--- src/common/loader_macros.svh ---
`ifndef LOADER_MACROS_SVH
`define LOADER_MACROS_SVH

// ##########################################################################
// Control memory bus
// ##########################################################################
`define WORD_W              16
`define ADDR_W              8
`define RD_LATENCY          3       // Address edge to sample edge
`define BURST_IDX_W         3       // Wide enough for the longest burst

// ##########################################################################
// Register map
// ##########################################################################
`define ADDR_CTL_FLAG       8'h00
`define ADDR_FPGA_STATE     8'h01
`define ADDR_VERSION_MAJOR  8'h02
`define ADDR_VERSION_MINOR  8'h03
`define ADDR_SILENCER_BASE  8'h40   // Five words
`define ADDR_SYNC_BASE      8'h50   // Four words

`define VERSION_MAJOR       8'hA2
`define VERSION_MINOR       8'h01

// Control flag bits
`define CTL_BIT_SILENCER_SET 2
`define CTL_BIT_SYNC_SET     4
`define CTL_BIT_FORCE_FAN    6
`define CTL_BIT_GPIO_IN_0    8      // GPIO 1..3 follow

`define SILENCER_WORDS      5
`define SYNC_WORDS          4

`endif
--- src/common/loader_pkg.sv ---
package loader_pkg;

    // ######################################################################
    // Settings payloads
    // ######################################################################
    typedef struct packed {
        logic [7:0]  flag;
        logic [15:0] update_rate_intensity;
        logic [15:0] update_rate_phase;
        logic [15:0] completion_steps_intensity;
        logic [15:0] completion_steps_phase;
    } silencer_settings_t;

    typedef struct packed {
        logic [63:0] ecat_sync_time;
    } sync_settings_t;

    localparam silencer_settings_t SILENCER_DEFAULT = '{
        flag:                       8'd0,
        update_rate_intensity:      16'd256,
        update_rate_phase:          16'd256,
        completion_steps_intensity: 16'd10,
        completion_steps_phase:     16'd40
    };

    localparam sync_settings_t SYNC_DEFAULT = '{ecat_sync_time: 64'd0};

    // Block being loaded, silencer wins over sync
    typedef enum logic [1:0] {
        TGT_NONE,
        TGT_SILENCER,
        TGT_SYNC
    } load_target_t;

    typedef enum logic [2:0] {
        ST_VER_MINOR,
        ST_VER_MAJOR,
        ST_POLL_STATE,   // Status word write
        ST_POLL_FLAG,    // Flag word read request
        ST_BURST,
        ST_DRAIN,        // Wait for the last capture
        ST_STATUS,
        ST_COMMIT
    } fsm_state_t;

endpackage

--- src/common/cnt_bus_if.sv ---
`include "loader_macros.svh"

interface cnt_bus_if;

    logic                we;
    logic [`ADDR_W-1:0]  addr;
    logic [`WORD_W-1:0]  din;
    logic [`WORD_W-1:0]  dout;   // Read data, RD_LATENCY edges behind addr

    // Loader side master
    modport fsm (
        output we,
        output addr,
        output din,
        input  dout
    );

    // Read data taps for the settings assemblers
    modport sink (
        input dout
    );

endinterface

--- src/verilog/settings_loader.sv ---
`include "loader_macros.svh"

module settings_loader (
    input  logic                           CLK,
    input  logic                           rst,
    input  logic                           thermo,
    input  logic                           stm_segment,
    input  logic                           mod_segment,
    input  logic                           stm_cycle_zero,
    input  logic [`WORD_W-1:0]             bus_dout,
    output logic                           bus_we,
    output logic [`ADDR_W-1:0]             bus_addr,
    output logic [`WORD_W-1:0]             bus_din,
    output loader_pkg::silencer_settings_t silencer_settings,
    output logic                           silencer_update,
    output loader_pkg::sync_settings_t     sync_settings,
    output logic                           sync_update,
    output logic                           force_fan,
    output logic [3:0]                     gpio_in
);

    cnt_bus_if bus ();

    logic                     start;
    loader_pkg::load_target_t target;
    logic [`BURST_IDX_W-1:0]  req_idx;
    logic                     req_last;
    logic                     cap_valid;
    logic [`BURST_IDX_W-1:0]  cap_idx;
    logic                     done;
    logic                     silencer_capture;
    logic                     sync_capture;
    logic                     silencer_commit;
    logic                     sync_commit;

    assign bus.dout = bus_dout;
    assign bus_we   = bus.we;
    assign bus_addr = bus.addr;
    assign bus_din  = bus.din;

    load_fsm u_fsm (
        .CLK              (CLK),
        .rst              (rst),
        .bus              (bus),
        .thermo           (thermo),
        .stm_segment      (stm_segment),
        .mod_segment      (mod_segment),
        .stm_cycle_zero   (stm_cycle_zero),
        .start            (start),
        .target           (target),
        .req_idx          (req_idx),
        .req_last         (req_last),
        .cap_valid        (cap_valid),
        .done             (done),
        .silencer_capture (silencer_capture),
        .sync_capture     (sync_capture),
        .silencer_commit  (silencer_commit),
        .sync_commit      (sync_commit),
        .force_fan        (force_fan),
        .gpio_in          (gpio_in)
    );

    word_counter u_counter (
        .CLK       (CLK),
        .rst       (rst),
        .start     (start),
        .target    (target),
        .req_idx   (req_idx),
        .req_last  (req_last),
        .cap_valid (cap_valid),
        .cap_idx   (cap_idx),
        .done      (done)
    );

    // Word 0 lands in the top field of the silencer struct
    settings_assembler #(
        .payload_t (loader_pkg::silencer_settings_t),
        .WORDS     (`SILENCER_WORDS),
        .DEFAULT   (loader_pkg::SILENCER_DEFAULT),
        .LSW_FIRST (1'b0)
    ) u_silencer (
        .CLK      (CLK),
        .rst      (rst),
        .bus      (bus),
        .capture  (silencer_capture),
        .cap_idx  (cap_idx),
        .commit   (silencer_commit),
        .settings (silencer_settings),
        .update   (silencer_update)
    );

    settings_assembler #(
        .payload_t (loader_pkg::sync_settings_t),
        .WORDS     (`SYNC_WORDS),
        .DEFAULT   (loader_pkg::SYNC_DEFAULT),
        .LSW_FIRST (1'b1)
    ) u_sync (
        .CLK      (CLK),
        .rst      (rst),
        .bus      (bus),
        .capture  (sync_capture),
        .cap_idx  (cap_idx),
        .commit   (sync_commit),
        .settings (sync_settings),
        .update   (sync_update)
    );

endmodule

--- src/verilog/load_fsm.sv ---
`include "loader_macros.svh"

module load_fsm (
    input  logic                     CLK,
    input  logic                     rst,
    cnt_bus_if.fsm                   bus,
    input  logic                     thermo,
    input  logic                     stm_segment,
    input  logic                     mod_segment,
    input  logic                     stm_cycle_zero,
    output logic                     start,
    output loader_pkg::load_target_t target,
    input  logic [`BURST_IDX_W-1:0]  req_idx,
    input  logic                     req_last,
    input  logic                     cap_valid,
    input  logic                     done,
    output logic                     silencer_capture,
    output logic                     sync_capture,
    output logic                     silencer_commit,
    output logic                     sync_commit,
    output logic                     force_fan,
    output logic [3:0]               gpio_in
);

    loader_pkg::fsm_state_t   state;
    loader_pkg::load_target_t cur_target;
    loader_pkg::load_target_t new_target;

    logic [`WORD_W-1:0]     ctl_flags;
    logic [`WORD_W-1:0]     status_word;
    logic [`WORD_W-1:0]     writeback_word;
    logic [`RD_LATENCY-1:0] rd_pend;      // Flag reads in flight
    logic [`ADDR_W-1:0]     base_addr;
    logic [`ADDR_W-1:0]     req_addr;
    logic                   flag_sample;
    logic                   polling;

    assign status_word = {{(`WORD_W-4){1'b0}}, stm_cycle_zero, stm_segment, mod_segment, thermo};

    assign flag_sample = rd_pend[`RD_LATENCY-1];
    assign polling     = (state == loader_pkg::ST_POLL_STATE)
                         || (state == loader_pkg::ST_POLL_FLAG);

    // ######################################################################
    // Dispatch
    // ######################################################################
    always_comb begin
        if (bus.dout[`CTL_BIT_SILENCER_SET])
            new_target = loader_pkg::TGT_SILENCER;
        else if (bus.dout[`CTL_BIT_SYNC_SET])
            new_target = loader_pkg::TGT_SYNC;
        else
            new_target = loader_pkg::TGT_NONE;
    end

    assign start  = polling && flag_sample && (new_target != loader_pkg::TGT_NONE);
    assign target = start ? new_target : cur_target;

    always_comb begin
        case (target)
            loader_pkg::TGT_SILENCER: base_addr = `ADDR_SILENCER_BASE;
            loader_pkg::TGT_SYNC:     base_addr = `ADDR_SYNC_BASE;
            default:                  base_addr = '0;
        endcase
    end

    assign req_addr = base_addr + `ADDR_W'(req_idx);

    // Serviced bit cleared
    always_comb begin
        writeback_word = ctl_flags;
        case (cur_target)
            loader_pkg::TGT_SILENCER: writeback_word[`CTL_BIT_SILENCER_SET] = 1'b0;
            loader_pkg::TGT_SYNC:     writeback_word[`CTL_BIT_SYNC_SET] = 1'b0;
            default: ;
        endcase
    end

    assign silencer_capture = cap_valid && (cur_target == loader_pkg::TGT_SILENCER);
    assign sync_capture     = cap_valid && (cur_target == loader_pkg::TGT_SYNC);
    assign silencer_commit  = (state == loader_pkg::ST_COMMIT)
                              && (cur_target == loader_pkg::TGT_SILENCER);
    assign sync_commit      = (state == loader_pkg::ST_COMMIT)
                              && (cur_target == loader_pkg::TGT_SYNC);

    assign force_fan = ctl_flags[`CTL_BIT_FORCE_FAN];
    assign gpio_in   = ctl_flags[`CTL_BIT_GPIO_IN_0 +: 4];

    // ######################################################################
    // Sequencer
    // ######################################################################
    always_ff @(posedge CLK) begin
        if (rst) begin
            state      <= loader_pkg::ST_VER_MINOR;
            cur_target <= loader_pkg::TGT_NONE;
            ctl_flags  <= '0;
            rd_pend    <= '0;
            bus.we     <= 1'b0;
            bus.addr   <= '0;
            bus.din    <= '0;
        end else begin
            rd_pend <= {rd_pend[`RD_LATENCY-2:0], 1'b0};
            if (flag_sample)
                ctl_flags <= bus.dout;

            case (state)
                loader_pkg::ST_VER_MINOR: begin
                    bus.we   <= 1'b1;
                    bus.addr <= `ADDR_VERSION_MINOR;
                    bus.din  <= {{(`WORD_W-8){1'b0}}, `VERSION_MINOR};
                    state    <= loader_pkg::ST_VER_MAJOR;
                end
                loader_pkg::ST_VER_MAJOR: begin
                    bus.addr <= `ADDR_VERSION_MAJOR;
                    bus.din  <= {{(`WORD_W-8){1'b0}}, `VERSION_MAJOR};
                    state    <= loader_pkg::ST_POLL_STATE;
                end
                loader_pkg::ST_POLL_STATE, loader_pkg::ST_POLL_FLAG: begin
                    if (start) begin
                        bus.we     <= 1'b0;
                        bus.addr   <= req_addr;       // Word 0 of the burst
                        cur_target <= new_target;
                        rd_pend    <= '0;             // Drop stale flag reads
                        state      <= loader_pkg::ST_BURST;
                    end else if (state == loader_pkg::ST_POLL_STATE) begin
                        bus.we   <= 1'b1;
                        bus.addr <= `ADDR_FPGA_STATE;
                        bus.din  <= status_word;
                        state    <= loader_pkg::ST_POLL_FLAG;
                    end else begin
                        bus.we   <= 1'b0;
                        bus.addr <= `ADDR_CTL_FLAG;
                        rd_pend  <= {rd_pend[`RD_LATENCY-2:0], 1'b1};
                        state    <= loader_pkg::ST_POLL_STATE;
                    end
                end
                loader_pkg::ST_BURST: begin
                    bus.addr <= req_addr;
                    if (req_last)
                        state <= loader_pkg::ST_DRAIN;
                end
                loader_pkg::ST_DRAIN: begin
                    if (done) begin
                        bus.we    <= 1'b1;
                        bus.addr  <= `ADDR_CTL_FLAG;
                        bus.din   <= writeback_word;
                        ctl_flags <= writeback_word;
                        state     <= loader_pkg::ST_STATUS;
                    end
                end
                loader_pkg::ST_STATUS: begin
                    bus.addr <= `ADDR_FPGA_STATE;
                    bus.din  <= status_word;
                    state    <= loader_pkg::ST_COMMIT;
                end
                loader_pkg::ST_COMMIT: begin
                    bus.we     <= 1'b0;               // Straight back to a flag read
                    bus.addr   <= `ADDR_CTL_FLAG;
                    rd_pend    <= {rd_pend[`RD_LATENCY-2:0], 1'b1};
                    cur_target <= loader_pkg::TGT_NONE;
                    state      <= loader_pkg::ST_POLL_STATE;
                end
                default: state <= loader_pkg::ST_POLL_STATE;
            endcase
        end
    end

    // Counter captures line up with the burst states
    a_cap_in_burst: assert property (@(posedge CLK) disable iff (rst)
        (cap_valid || done) |-> (state == loader_pkg::ST_BURST
                                 || state == loader_pkg::ST_DRAIN));

endmodule

--- src/verilog/settings_assembler.sv ---
`include "loader_macros.svh"

module settings_assembler #(
    parameter type      payload_t = logic [63:0],
    parameter int       WORDS     = 4,
    parameter payload_t DEFAULT   = payload_t'(0),
    parameter bit       LSW_FIRST = 1'b1     // Word 0 in the low slice
) (
    input  logic                    CLK,
    input  logic                    rst,
    cnt_bus_if.sink                 bus,
    input  logic                    capture,
    input  logic [`BURST_IDX_W-1:0] cap_idx,
    input  logic                    commit,
    output payload_t                settings,
    output logic                    update
);

    localparam int STAGE_W = WORDS * `WORD_W;
    localparam int PAY_W   = $bits(payload_t);

    logic [STAGE_W-1:0] staging;
    int                 slot;

    // Word slot inside the staging register
    always_comb begin
        if (LSW_FIRST)
            slot = int'(cap_idx);
        else
            slot = WORDS - 1 - int'(cap_idx);
    end

    always_ff @(posedge CLK) begin
        if (capture)
            staging[slot*`WORD_W +: `WORD_W] <= bus.dout;
    end

    // ######################################################################
    // Output register
    // ######################################################################
    always_ff @(posedge CLK) begin
        if (rst) begin
            settings <= DEFAULT;
            update   <= 1'b0;
        end else begin
            update <= commit;
            if (commit)
                settings <= payload_t'(staging[PAY_W-1:0]);   // Spare top bits dropped
        end
    end

    a_update_pulse: assert property (@(posedge CLK) disable iff (rst)
        update |=> !update);

endmodule

--- src/verilog/word_counter.sv ---
`include "loader_macros.svh"

module word_counter (
    input  logic                     CLK,
    input  logic                     rst,
    input  logic                     start,
    input  loader_pkg::load_target_t target,
    output logic [`BURST_IDX_W-1:0]  req_idx,
    output logic                     req_last,
    output logic                     cap_valid,
    output logic [`BURST_IDX_W-1:0]  cap_idx,
    output logic                     done
);

    localparam int IDX_W = `BURST_IDX_W;
    localparam int LAT   = `RD_LATENCY;

    logic             active;
    logic             issue;
    logic [IDX_W-1:0] tgt_last;
    logic [IDX_W-1:0] last_idx;     // Last index of the running burst
    logic [IDX_W-1:0] cur_last;
    logic [LAT-1:0]   vld_sr;
    logic [IDX_W-1:0] idx_sr [LAT];

    always_comb begin
        case (target)
            loader_pkg::TGT_SILENCER: tgt_last = IDX_W'(`SILENCER_WORDS - 1);
            loader_pkg::TGT_SYNC:     tgt_last = IDX_W'(`SYNC_WORDS - 1);
            default:                  tgt_last = '0;
        endcase
    end

    assign issue    = start || active;   // First word goes out on the start edge
    assign cur_last = active ? last_idx : tgt_last;
    assign req_last = issue && (req_idx == cur_last);

    always_ff @(posedge CLK) begin
        if (rst) begin
            active   <= 1'b0;
            req_idx  <= '0;
            last_idx <= '0;
            vld_sr   <= '0;
            done     <= 1'b0;
        end else begin
            if (start)
                last_idx <= tgt_last;
            if (issue) begin
                active  <= !req_last;
                req_idx <= req_last ? '0 : req_idx + IDX_W'(1);
            end
            vld_sr <= {vld_sr[LAT-2:0], issue};
            done   <= cap_valid && (cap_idx == last_idx);
        end
    end

    // Index rides along with the read in flight
    always_ff @(posedge CLK) begin
        idx_sr[0] <= req_idx;
        for (int i = 1; i < LAT; i++)
            idx_sr[i] <= idx_sr[i-1];
    end

    assign cap_valid = vld_sr[LAT-1];
    assign cap_idx   = idx_sr[LAT-1];

    a_idx_range: assert property (@(posedge CLK) disable iff (rst)
        cap_valid |-> (cap_idx <= last_idx));
    a_no_overlap: assert property (@(posedge CLK) disable iff (rst)
        start |-> !(active || (|vld_sr)));

endmodule

--- config.mk ---
export PLATFORM = sky130hd
export DESIGN_NAME = settings_loader
export DESIGN_NICKNAME = d
export VERILOG_FILES = /design/src/common/loader_pkg.sv /design/src/common/cnt_bus_if.sv /design/src/verilog/settings_loader.sv /design/src/verilog/load_fsm.sv /design/src/verilog/settings_assembler.sv /design/src/verilog/word_counter.sv
export VERILOG_INCLUDE_DIRS = /design/src /design/src/common
export SDC_FILE = /design/constraint.sdc
export NUM_CORES = 1
export LEC_CHECK = 0
export BUFFER_PORTS_ARGS = -buffer_cell sky130_fd_sc_hd__buf_2
export CAP_MARGIN = 30
export CORE_MARGIN = 5
export CORE_UTILIZATION = 58
export CTS_BUF_LIST = sky130_fd_sc_hd__clkbuf_8
export DETAILED_ROUTE_END_ITERATION = 16
export PLACE_DENSITY = 0.81
export REMOVE_ABC_BUFFERS = 1
export SLEW_MARGIN = 20
export SYNTH_ARGS = -nofsm -noshare
export SYNTH_HDL_FRONTEND = slang
export SYNTH_HIERARCHICAL = 1
export SYNTH_SLANG_ARGS = --single-unit
--- constraint.sdc ---
create_clock -name CLK -period 6.2 [get_ports CLK]
set_input_delay 0.31 -clock CLK [delete_from_list [all_inputs] [get_ports CLK]]
set_output_delay 0.31 -clock CLK [all_outputs]
set_load 0.02 [all_outputs]
### Word level (Yosys, flattened, before mapping)

Memory sizes are Yosys's and may differ from the RTL's.
Cells that the tools add are included.

* output and inout port bits: 168
* bits in writable memories: 9
* register bits: 342
* memories kept: 1

Memory list
* u_counter.idx_sr: depth 3, bits a word 3, rd ports 3, clocked after Yosys merged registers in 0, write ports 3, line word_counter.sv:24 `logic [IDX_W-1:0] idx_sr [LAT];`

* shift operators: 4
* equality and inequality tests: 18
* $add $sub $neg: 5
* reductions and logical operators: 21
* muxes and demuxes: 35

Operators by type and width (count)
* 16-bit 2-to-1 mux: 6
* 80-bit bitwise mux: 1
* 16-bit case mux with 5 select lines: 1
* 16-bit by 33-bit variable shift with 80-bit output (first input constant): 1
* 16-bit by 33-bit indexed part select with 80-bit output: 1
* 64-bit bitwise mux: 1
* 16-bit by 33-bit variable shift with 64-bit output (first input constant): 1
* 16-bit by 33-bit indexed part select with 64-bit output: 1
* 8-bit case mux with 7 select lines: 1
* 32-bit negation with 33-bit output: 1
* 7-bit negation with 33-bit output: 1
* 3-bit 2-to-1 mux: 6
* 3-bit case mux with 6 select lines: 1
* 8-bit 2-to-1 mux: 2
* 7-bit case mux with 2 select lines: 1
* 3-bit equality test (second input constant): 4
* 3-bit case mux with 2 select lines: 2
* 7-bit by 3-bit adder with 8-bit output: 1
* 1-bit logical AND: 8
* 1-bit 2-to-1 mux: 8
* 3-bit by 2-bit equality test with 1-bit output (second input constant): 2
* 3-bit equality test: 2
* 2-bit 2-to-1 mux: 3
* 2-bit by 1-bit != test with 1-bit output (second input constant): 3
* 17 further kinds: 24

### Depth between registers and ports, before layout

Gate-level depths: netlist (run 1).

* depth after elaboration: 12
* gate-level depth with buffers: 10
* mapped depth without buffers: 8

### Modules after synthesis

The synthesis (run 1) kept the hierarchy.

Modules (own cells, without submodules)
* settings_assembler (u_silencer): instances 1, cells an instance 417, area each 5441.5 um^2, seq. area each 3623.5 um^2
* settings_assembler (u_sync): instances 1, cells an instance 380, area each 4877.2 um^2, seq. area each 3223.1 um^2
* load_fsm: instances 1, cells an instance 255, area each 2117.0 um^2, seq. area each 920.9 um^2
* word_counter: instances 1, cells an instance 63, area each 706.9 um^2, seq. area each 380.4 um^2

### Worst setup path before layout (run 1)

No wires, ideal clock.

* path type: register to register
* start: memory u_counter/idx_sr[0][6] in the netlist's numbering
* end: register u_sync.staging[32], enable pin
* setup time: 0.436 ns
* required time: 5.764 ns
* cell stages (with the launch flop): 9
* setup slack: 2.426 ns
* period minus slack after synthesis: 3.774 ns
* data arrival time: 3.338 ns
* path through: dfxtp_1 -> buf_4 -> clkbuf_1 -> inv_1 -> ha_1 -> ha_1 -> buf_2 -> o211ai_2 -> nor4b_1

RTL lines
* start, declared: line word_counter.sv:24
* end signal, assigned by index: line settings_assembler.sv:35 `` staging[slot*`WORD_W +: `WORD_W] <= bus.dout; ``
* end, declared: line settings_assembler.sv:22 `logic [STAGE_W-1:0] staging;`

==> impl_metrics.py, run 1 <==
metrics = {
    "timing": {
        "finClkSkew_ns": 0.02178,
        "tns_ns": 0,
        "finalHoldViolCount": 0,
        "fin_ws_ns": 2.679,
        "relSlewSlack_pct": 39.09,
        "maxSlewViolCount": 0,
        "fmax_mhz": 284.0,
        "finalSetupViolations": 0,
        "worst_pin_slew_ns": 0.9136,
        "fin_crit_sh_pct": 56.78,
        "min_period_ns": 3.521,
        "rsz0062_at_grt": "no",
    },
    "setup_path": {
        "crit_slowest_cell": "dfxtp_1",
        "r2r_setup_slack_ns": 2.68,
        "timing.rr.start": "u_counter/idx_sr[0][6]$_DFF_P_",
        "worstSetupPathType": "reg2reg",
        "rr_endpoint": "u_silencer/staging[35]$_DFFE_PP_",
        "slowest_delay_ns": 0.88,
        "endpoint": "u_silencer/staging[35]$_DFFE_PP_",
        "reg2regPathDepth": 5,
        "worstPathArrival_ns": 3.70,
        "startpoint": "u_counter/idx_sr[0][6]$_DFF_P_",
        "crit_required_ns": 6.38,
        "cp-end-kind": "flop",
        "crit_fanout": 35,
        "crit_chain": "inv_1 -> ha_1 -> xor2_1 -> nor2_2 -> and4_1",
        "worst_setup_path_start_kind": "flop",
    },
    "global_route": {
        "grt_pass1_wl_microns": 46170,
        "overflow": 0,
        "first_global_vias": 8599,
        "grt_usage_pct": 22.42,
        "antenna_found_initial": 0,
        "grt_max_degree": 96,
    },
    "cells_and_area": {
        "area_delta_synth_final_pct": 15.35,
        "multi_input_area_sq_um": 4425,
        "postLayoutCoreUtil_pct": 67.37,
        "nets": 1311,
        "drive_gt1_share_pct": 23.06,
        "insertedDiodeCount": 0,
        "register_area_sq_um": 8148,
        "fill_cells": 1658,
        "post_layout_nonfiller_instances": 1612,
    },
    "power_and_ir_drop": {
        "powerDensity_nw_per_um2": 286.3,
        "leakage_uw": 0.006197,
        "finalPower_uw": 4340,
        "ir_drop_uv": 211.0,
    },
    "logic_synthesis": {
        "synth-seq-area-share_pct": 62.00,
        "yosysWarnings": 6,
        "synth-edff-count": 136,
        "ys_top_cells_by_count": "dfxtp_1 (203), nor2_1 (157), edfxtp_1 (136), mux2i_1 (131), and2_1 (74)",
        "async_flop_share_pct": 0,
        "synth_area_leaders": "edfxtp_1 (31%), dfxtp_1 (31%), mux2i_1 (10%), nor2_1 (4.5%), and2_1 (3.5%)",
        "syn_inst": 1115,
        "avgSynthCellArea_sq_um": 11.79,
        "yosys.area.top_type": "edfxtp_1",
        "ys_types": 79,
        "synthDominantCellAreaShare_pct": 31.07,
        "synth.ff_latch_count": 339,
        "yosysMostFrequentCell": "dfxtp_1",
        "synth.cell_area_sq_um": 13140,
        "synthFlopType": "dfxtp_1",
    },
    "floorplanning": {
        "fp.dieW_microns": 160.5,
        "num_io_pins": 190,
        "dieArea_sq_um": 25770,
        "coreArea_sq_um": 22500,
        "die_height_microns": 160.5,
        "num_rows": 55,
        "initial_core_util_pct": 58.40,
    },
    "drt": {
        "antenna_left": 0,
        "drc": 0,
        "routed-via-count": 8885,
        "vias_per_cell": 5.512,
        "totalWireLength_microns": 29970,
        "wl_per_cell_microns": 18.59,
        "drtIter0Drc": 850,
        "first_pass_iters": 5,
    },
    "clock_tree": {
        "cts_buffers": 53,
        "post-cts-setup-buffers": 0,
        "htreeDepth": 2,
        "clockRootBuffer": "clkbuf_8",
        "cts.clk_slew.worst_paths_ns": 0.06,
        "cts_sinks": 339,
        "cts_resized": 0,
        "holdBufCountCts": 0,
        "cts_tree": "done",
        "ctsLongestPathBuffers": 3,
        "clk_latency_ns": 0.56,
    },
    "placed_design": {
        "port_buffers": 186,
        "pre_cts_ws_ns": 2.737,
        "placed_cells": 1514,
        "dpl.hpwl_microns": 19070,
        "routabilityCongestion": 0.8485,
    },
    "hold_path": {
        "hold_class": "in2reg",
        "min_from": "bus_dout[8]",
    },
    "run_status": {
        "status": "complete, no violations",
    },
    "flow_run": {
        "cap_viol_max_count": 0,
    },
}
## cells by family after synthesis
group / Yosys count / synth area share [%]
flip-flops: 339 / 62.00
AND/OR/NAND/NOR: 419 / 16.83
multiplexers: 133 / 10.18
AO/OA/AOI/OAI: 110 / 5.589
adder cells (fa/ha/maj): 5 / 0.4760
other: 1 / 0.02853
buffers and inverters: 103 / 4.570
XOR/XNOR: 5 / 0.3332
## layer usage
metal / track usage (%) / vias up / wire length [microns]
met5: 0 / - / 0
met4: 7.431 / 0 / 784
met3: 4.747 / 70 / 2124
met2: 35.88 / 335 / 14000
met1: 30.72 / 4265 / 13060
li1: - / 4215 / -
## worst max-delay path, delay by kind of cell, from the launching register on
kind | cells | cell delay (ns)
XOR/XNOR | 1 | 0.23
adder cells (fa/ha/maj) | 1 | 0.36
buffers and inverters | 1 | 0.22
flip-flops | 1 | 0.88
AND/OR/NAND/NOR | 2 | 1.44
## stage by stage
step,area [sq um],hold WS (ns)
finish,15160,0.1258
global route,15160,0.1063
CTS,15160,0.1063
detailed placement,14050,0.3154
global placement,13980,0.3095
floorplan,12620,0.3096
## placed cells by master (no fill, tap or decap), types with 3 or more instances in the layout
cell type,count
a211o_1,6
a211oi_1,5
a21oi_1,45
a22oi_1,4
and2_1,74
and3_1,36
buf_2,186
buf_4,6
bufinv_16,3
clkbuf_8,65
clkinv_1,6
clkinv_2,8
conb_1,3
dfxtp_1,203
edfxtp_1,136
ha_1,5
inv_1,32
mux2i_1,131
nand2_1,49
nand2b_1,16
nand3_1,6
nand3b_1,3
nand4_1,9
nand4b_1,3
nor2_1,154
nor2_2,3
nor2b_1,12
nor3_1,14
nor3b_1,6
nor4_1,7
nor4_2,4
o21ai_0,19
xor2_1,4
## final cells by class
| type | instances | area share, % |
|---|---|---|
| flip-flops and latches | 339 | 53.75 |
| clock buffers | 65 | 5.901 |
| clock inverters | 33 | 1.436 |
| multi-input cells | 675 | 29.19 |
| well taps | 285 | 2.352 |
| repair buffers | 196 | 6.900 |
| inverters | 19 | 0.4705 |
## worst min path at each step
stage	endpoint	cells after the start	slack, ns
floorplan	u_counter/idx_sr[0][3]$_DFF_P_	0	0.31
global placement	u_counter/idx_sr[0][8]$_DFF_P_	0	0.31
detailed placement	u_counter/idx_sr[0][7]$_DFF_P_	0	0.32
CTS	u_fsm/ctl_flags[8]$_SDFFE_PP0P_	3	0.11
global route	u_fsm/ctl_flags[9]$_SDFFE_PP0P_	3	0.11
finish	u_fsm/ctl_flags[8]$_SDFFE_PP0P_	3	0.13
## power by group
part	total, uW	switching, uW	internal [uW]
Sequential	2320	8.50	2310
Clock	1910	834	1070
Combinational	113	84.0	28.6
## state kept, by name (all words and copies together), names as in the netlist, 3 cells and up
name / cells
u_fsm/rd_pend: 3
u_fsm/state: 3
u_sync/staging: 64
u_silencer/staging: 72
u_fsm/ctl_flags: 16
u_sync/settings: 64
u_fsm/bus.din: 16
u_counter/idx_sr: 9
u_fsm/bus.addr: 5
u_silencer/settings: 72
u_counter/vld_sr: 3
u_counter/req_idx: 3
(Power assumes the default switching activity.)
==> run 2: changes to the inputs <==
==> constraint.sdc (replaced) <==
create_clock -name CLK -period 3.25 [get_ports CLK]
set_input_delay 0.1625 -clock CLK [delete_from_list [all_inputs] [get_ports CLK]]
set_output_delay 0.1625 -clock CLK [all_outputs]
set_load 0.02 [all_outputs]
==> run 2 against run 1 <==
- utilization is 0.54 points higher
- combinational power is 100% higher
- sequential cell count stayed put
- global-route usage is 0.44 points higher
- hold slack worse by 0.11 ns
- critical path depth is 1 higher
- non-clock buffer count is 22 higher
- sequential power is 91% higher
- largest power group unchanged
- highest routed layer unchanged
==> impl_metrics.py, run 2 (synthesis gave the netlist of run 1 again) <==
metrics = {
    "global_route": {
        "grt_pass1_wl_microns": 47040,
        "grt_usage_pct": 22.86,
        "antenna_found_initial": 2,
        "grt_max_degree": 101,
        "overflow": 0,
        "first_global_vias": 8812,
    },
    "setup_path": {
        "worst_setup_path_start_kind": "flop",
        "crit_required_ns": 3.43,
        "startpoint": "u_counter/idx_sr[0][7]$_DFF_P_",
        "cp-end-kind": "flop",
        "worstSetupPathType": "reg2reg",
        "timing.rr.start": "u_counter/idx_sr[0][7]$_DFF_P_",
        "worstPathArrival_ns": 2.82,
        "crit_fanout": 34,
    },
    "power_and_ir_drop": {
        "powerDensity_nw_per_um2": 523.8,
        "leakage_uw": 0.006292,
        "ir_drop_uv": 278.0,
        "finalPower_uw": 8004,
    },
    "placed_design": {
        "placed_cells": 1525,
        "routabilityCongestion": 0.8499,
        "post_dp_cell_area_sq_um": 14160,
        "dpl.hpwl_microns": 19290,
        "port_buffers": 186,
        "pre_cts_ws_ns": 0.6496,
    },
    "floorplanning": {
        "dieArea_sq_um": 25770,
        "die_height_microns": 160.5,
        "initial_core_util_pct": 58.40,
        "coreArea_sq_um": 22500,
        "num_io_pins": 190,
        "num_rows": 55,
        "fp.dieW_microns": 160.5,
    },
    "timing": {
        "finClkSkew_ns": 0.02182,
        "min_period_ns": 2.643,
        "maxSlewViolCount": 0,
        "rsz0062_at_grt": "no",
        "fin_crit_sh_pct": 81.34,
        "worst_pin_slew_ns": 0.7640,
        "finalHoldViolCount": 0,
        "finalSetupViolations": 0,
        "fmax_mhz": 378.3,
        "relSlewSlack_pct": 49.06,
        "fin_ws_ns": 0.6066,
    },
    "drt": {
        "routed-via-count": 9028,
        "wl_per_cell_microns": 18.63,
        "drc": 0,
        "first_pass_iters": 5,
        "antenna_left": 0,
        "totalWireLength_microns": 30420,
        "vias_per_cell": 5.528,
        "drtIter0Drc": 822,
    },
    "clock_tree": {
        "cts_sinks": 339,
        "post-cts-setup-buffers": 0,
        "clk_latency_ns": 0.56,
        "cts.clk_slew.worst_paths_ns": 0.06,
        "cts_buffers": 52,
        "clockRootBuffer": "clkbuf_8",
        "ctsLongestPathBuffers": 3,
        "holdBufCountCts": 11,
        "cts_tree": "done",
        "htreeDepth": 2,
        "cts_resized": 0,
    },
    "cells_and_area": {
        "final_cell_mix": "dfxtp_1 (203), buf_2 (185), nor2_1 (154)",
        "design_area_sq_um": 15280,
        "mostFrequentLayoutCell": "dfxtp_1",
        "post_layout_nonfiller_instances": 1633,
        "fill_cells": 1712,
        "drive_gt1_share_pct": 22.64,
        "reg.largest.list": "u_silencer/settings (72), u_silencer/staging (72)",
        "nets": 1332,
        "area_delta_synth_final_pct": 16.27,
    },
    "hold_path": {
        "min_from": "bus_dout[10]",
        "hold_class": "in2reg",
    },
    "run_status": {
        "status": "complete, no violations",
    },
    "flow_run": {
        "cap_viol_max_count": 0,
    },
}
-- run 2: cell type report --
cell class              instances  area, sq um  area share (%)
multi-input cells             675         4425           28.96
repair buffers                218         1267           8.294
inverters                      19        71.32          0.4667
flip-flops and latches        339         8148           53.32
clock inverters                34        156.4           1.023
well taps                     285        356.6           2.334
diodes                          1        2.502         0.01638
clock buffers                  62        853.3           5.584
-- run 2: stage by stage --
stage,hold slack [ns],utilization [%],setup TNS [ns]
after floorplan,0.2271,-,-319.52
after global placement,0.3122,62.92,0
after detailed placement,0.3132,62.92,0
after CTS,0.005589,67.90,0
after global routing,0.01710,67.90,0
final,0.01841,67.91,0
-- run 2: routing by layer --
metal / routed length, microns / share of wire (%) / track usage [%]
met5: 0 / 0 / 0
met4: 883 / 2.9 / 8.408
met3: 2082 / 6.8 / 4.260
met2: 14310 / 47 / 37.30
met1: 13140 / 43 / 30.70
-- run 2: worst max-delay path, cell delays in order, from the launching register on --
cell and delay [ns]:
dfxtp_1 0.54, inv_1 0.15, ha_1 0.29, xor2_1 0.22, nor2_2 0.12, buf_4 0.27, and3_1 0.66
-- run 2: worst paths after layout --
path	endpoint	slack, ns	depth (start not counted)
hold / removal	u_fsm/ctl_flags[10]$_SDFFE_PP0P_	0.02	3
hold reg to reg	u_counter/idx_sr[0][6]$_DFF_P_	0.32	0
setup reg to reg	u_silencer/staging[28]$_DFFE_PP_	0.61	6
setup / recovery	u_silencer/staging[28]$_DFFE_PP_	0.61	6
-- run 2: report_power, final --
part           total, uW  internal (uW)  switching [uW]  leakage, uW
sequential          4420           4410            15.8      0.00307
clock               3350           1800            1550     0.000622
combinational        229           63.9             165      0.00260
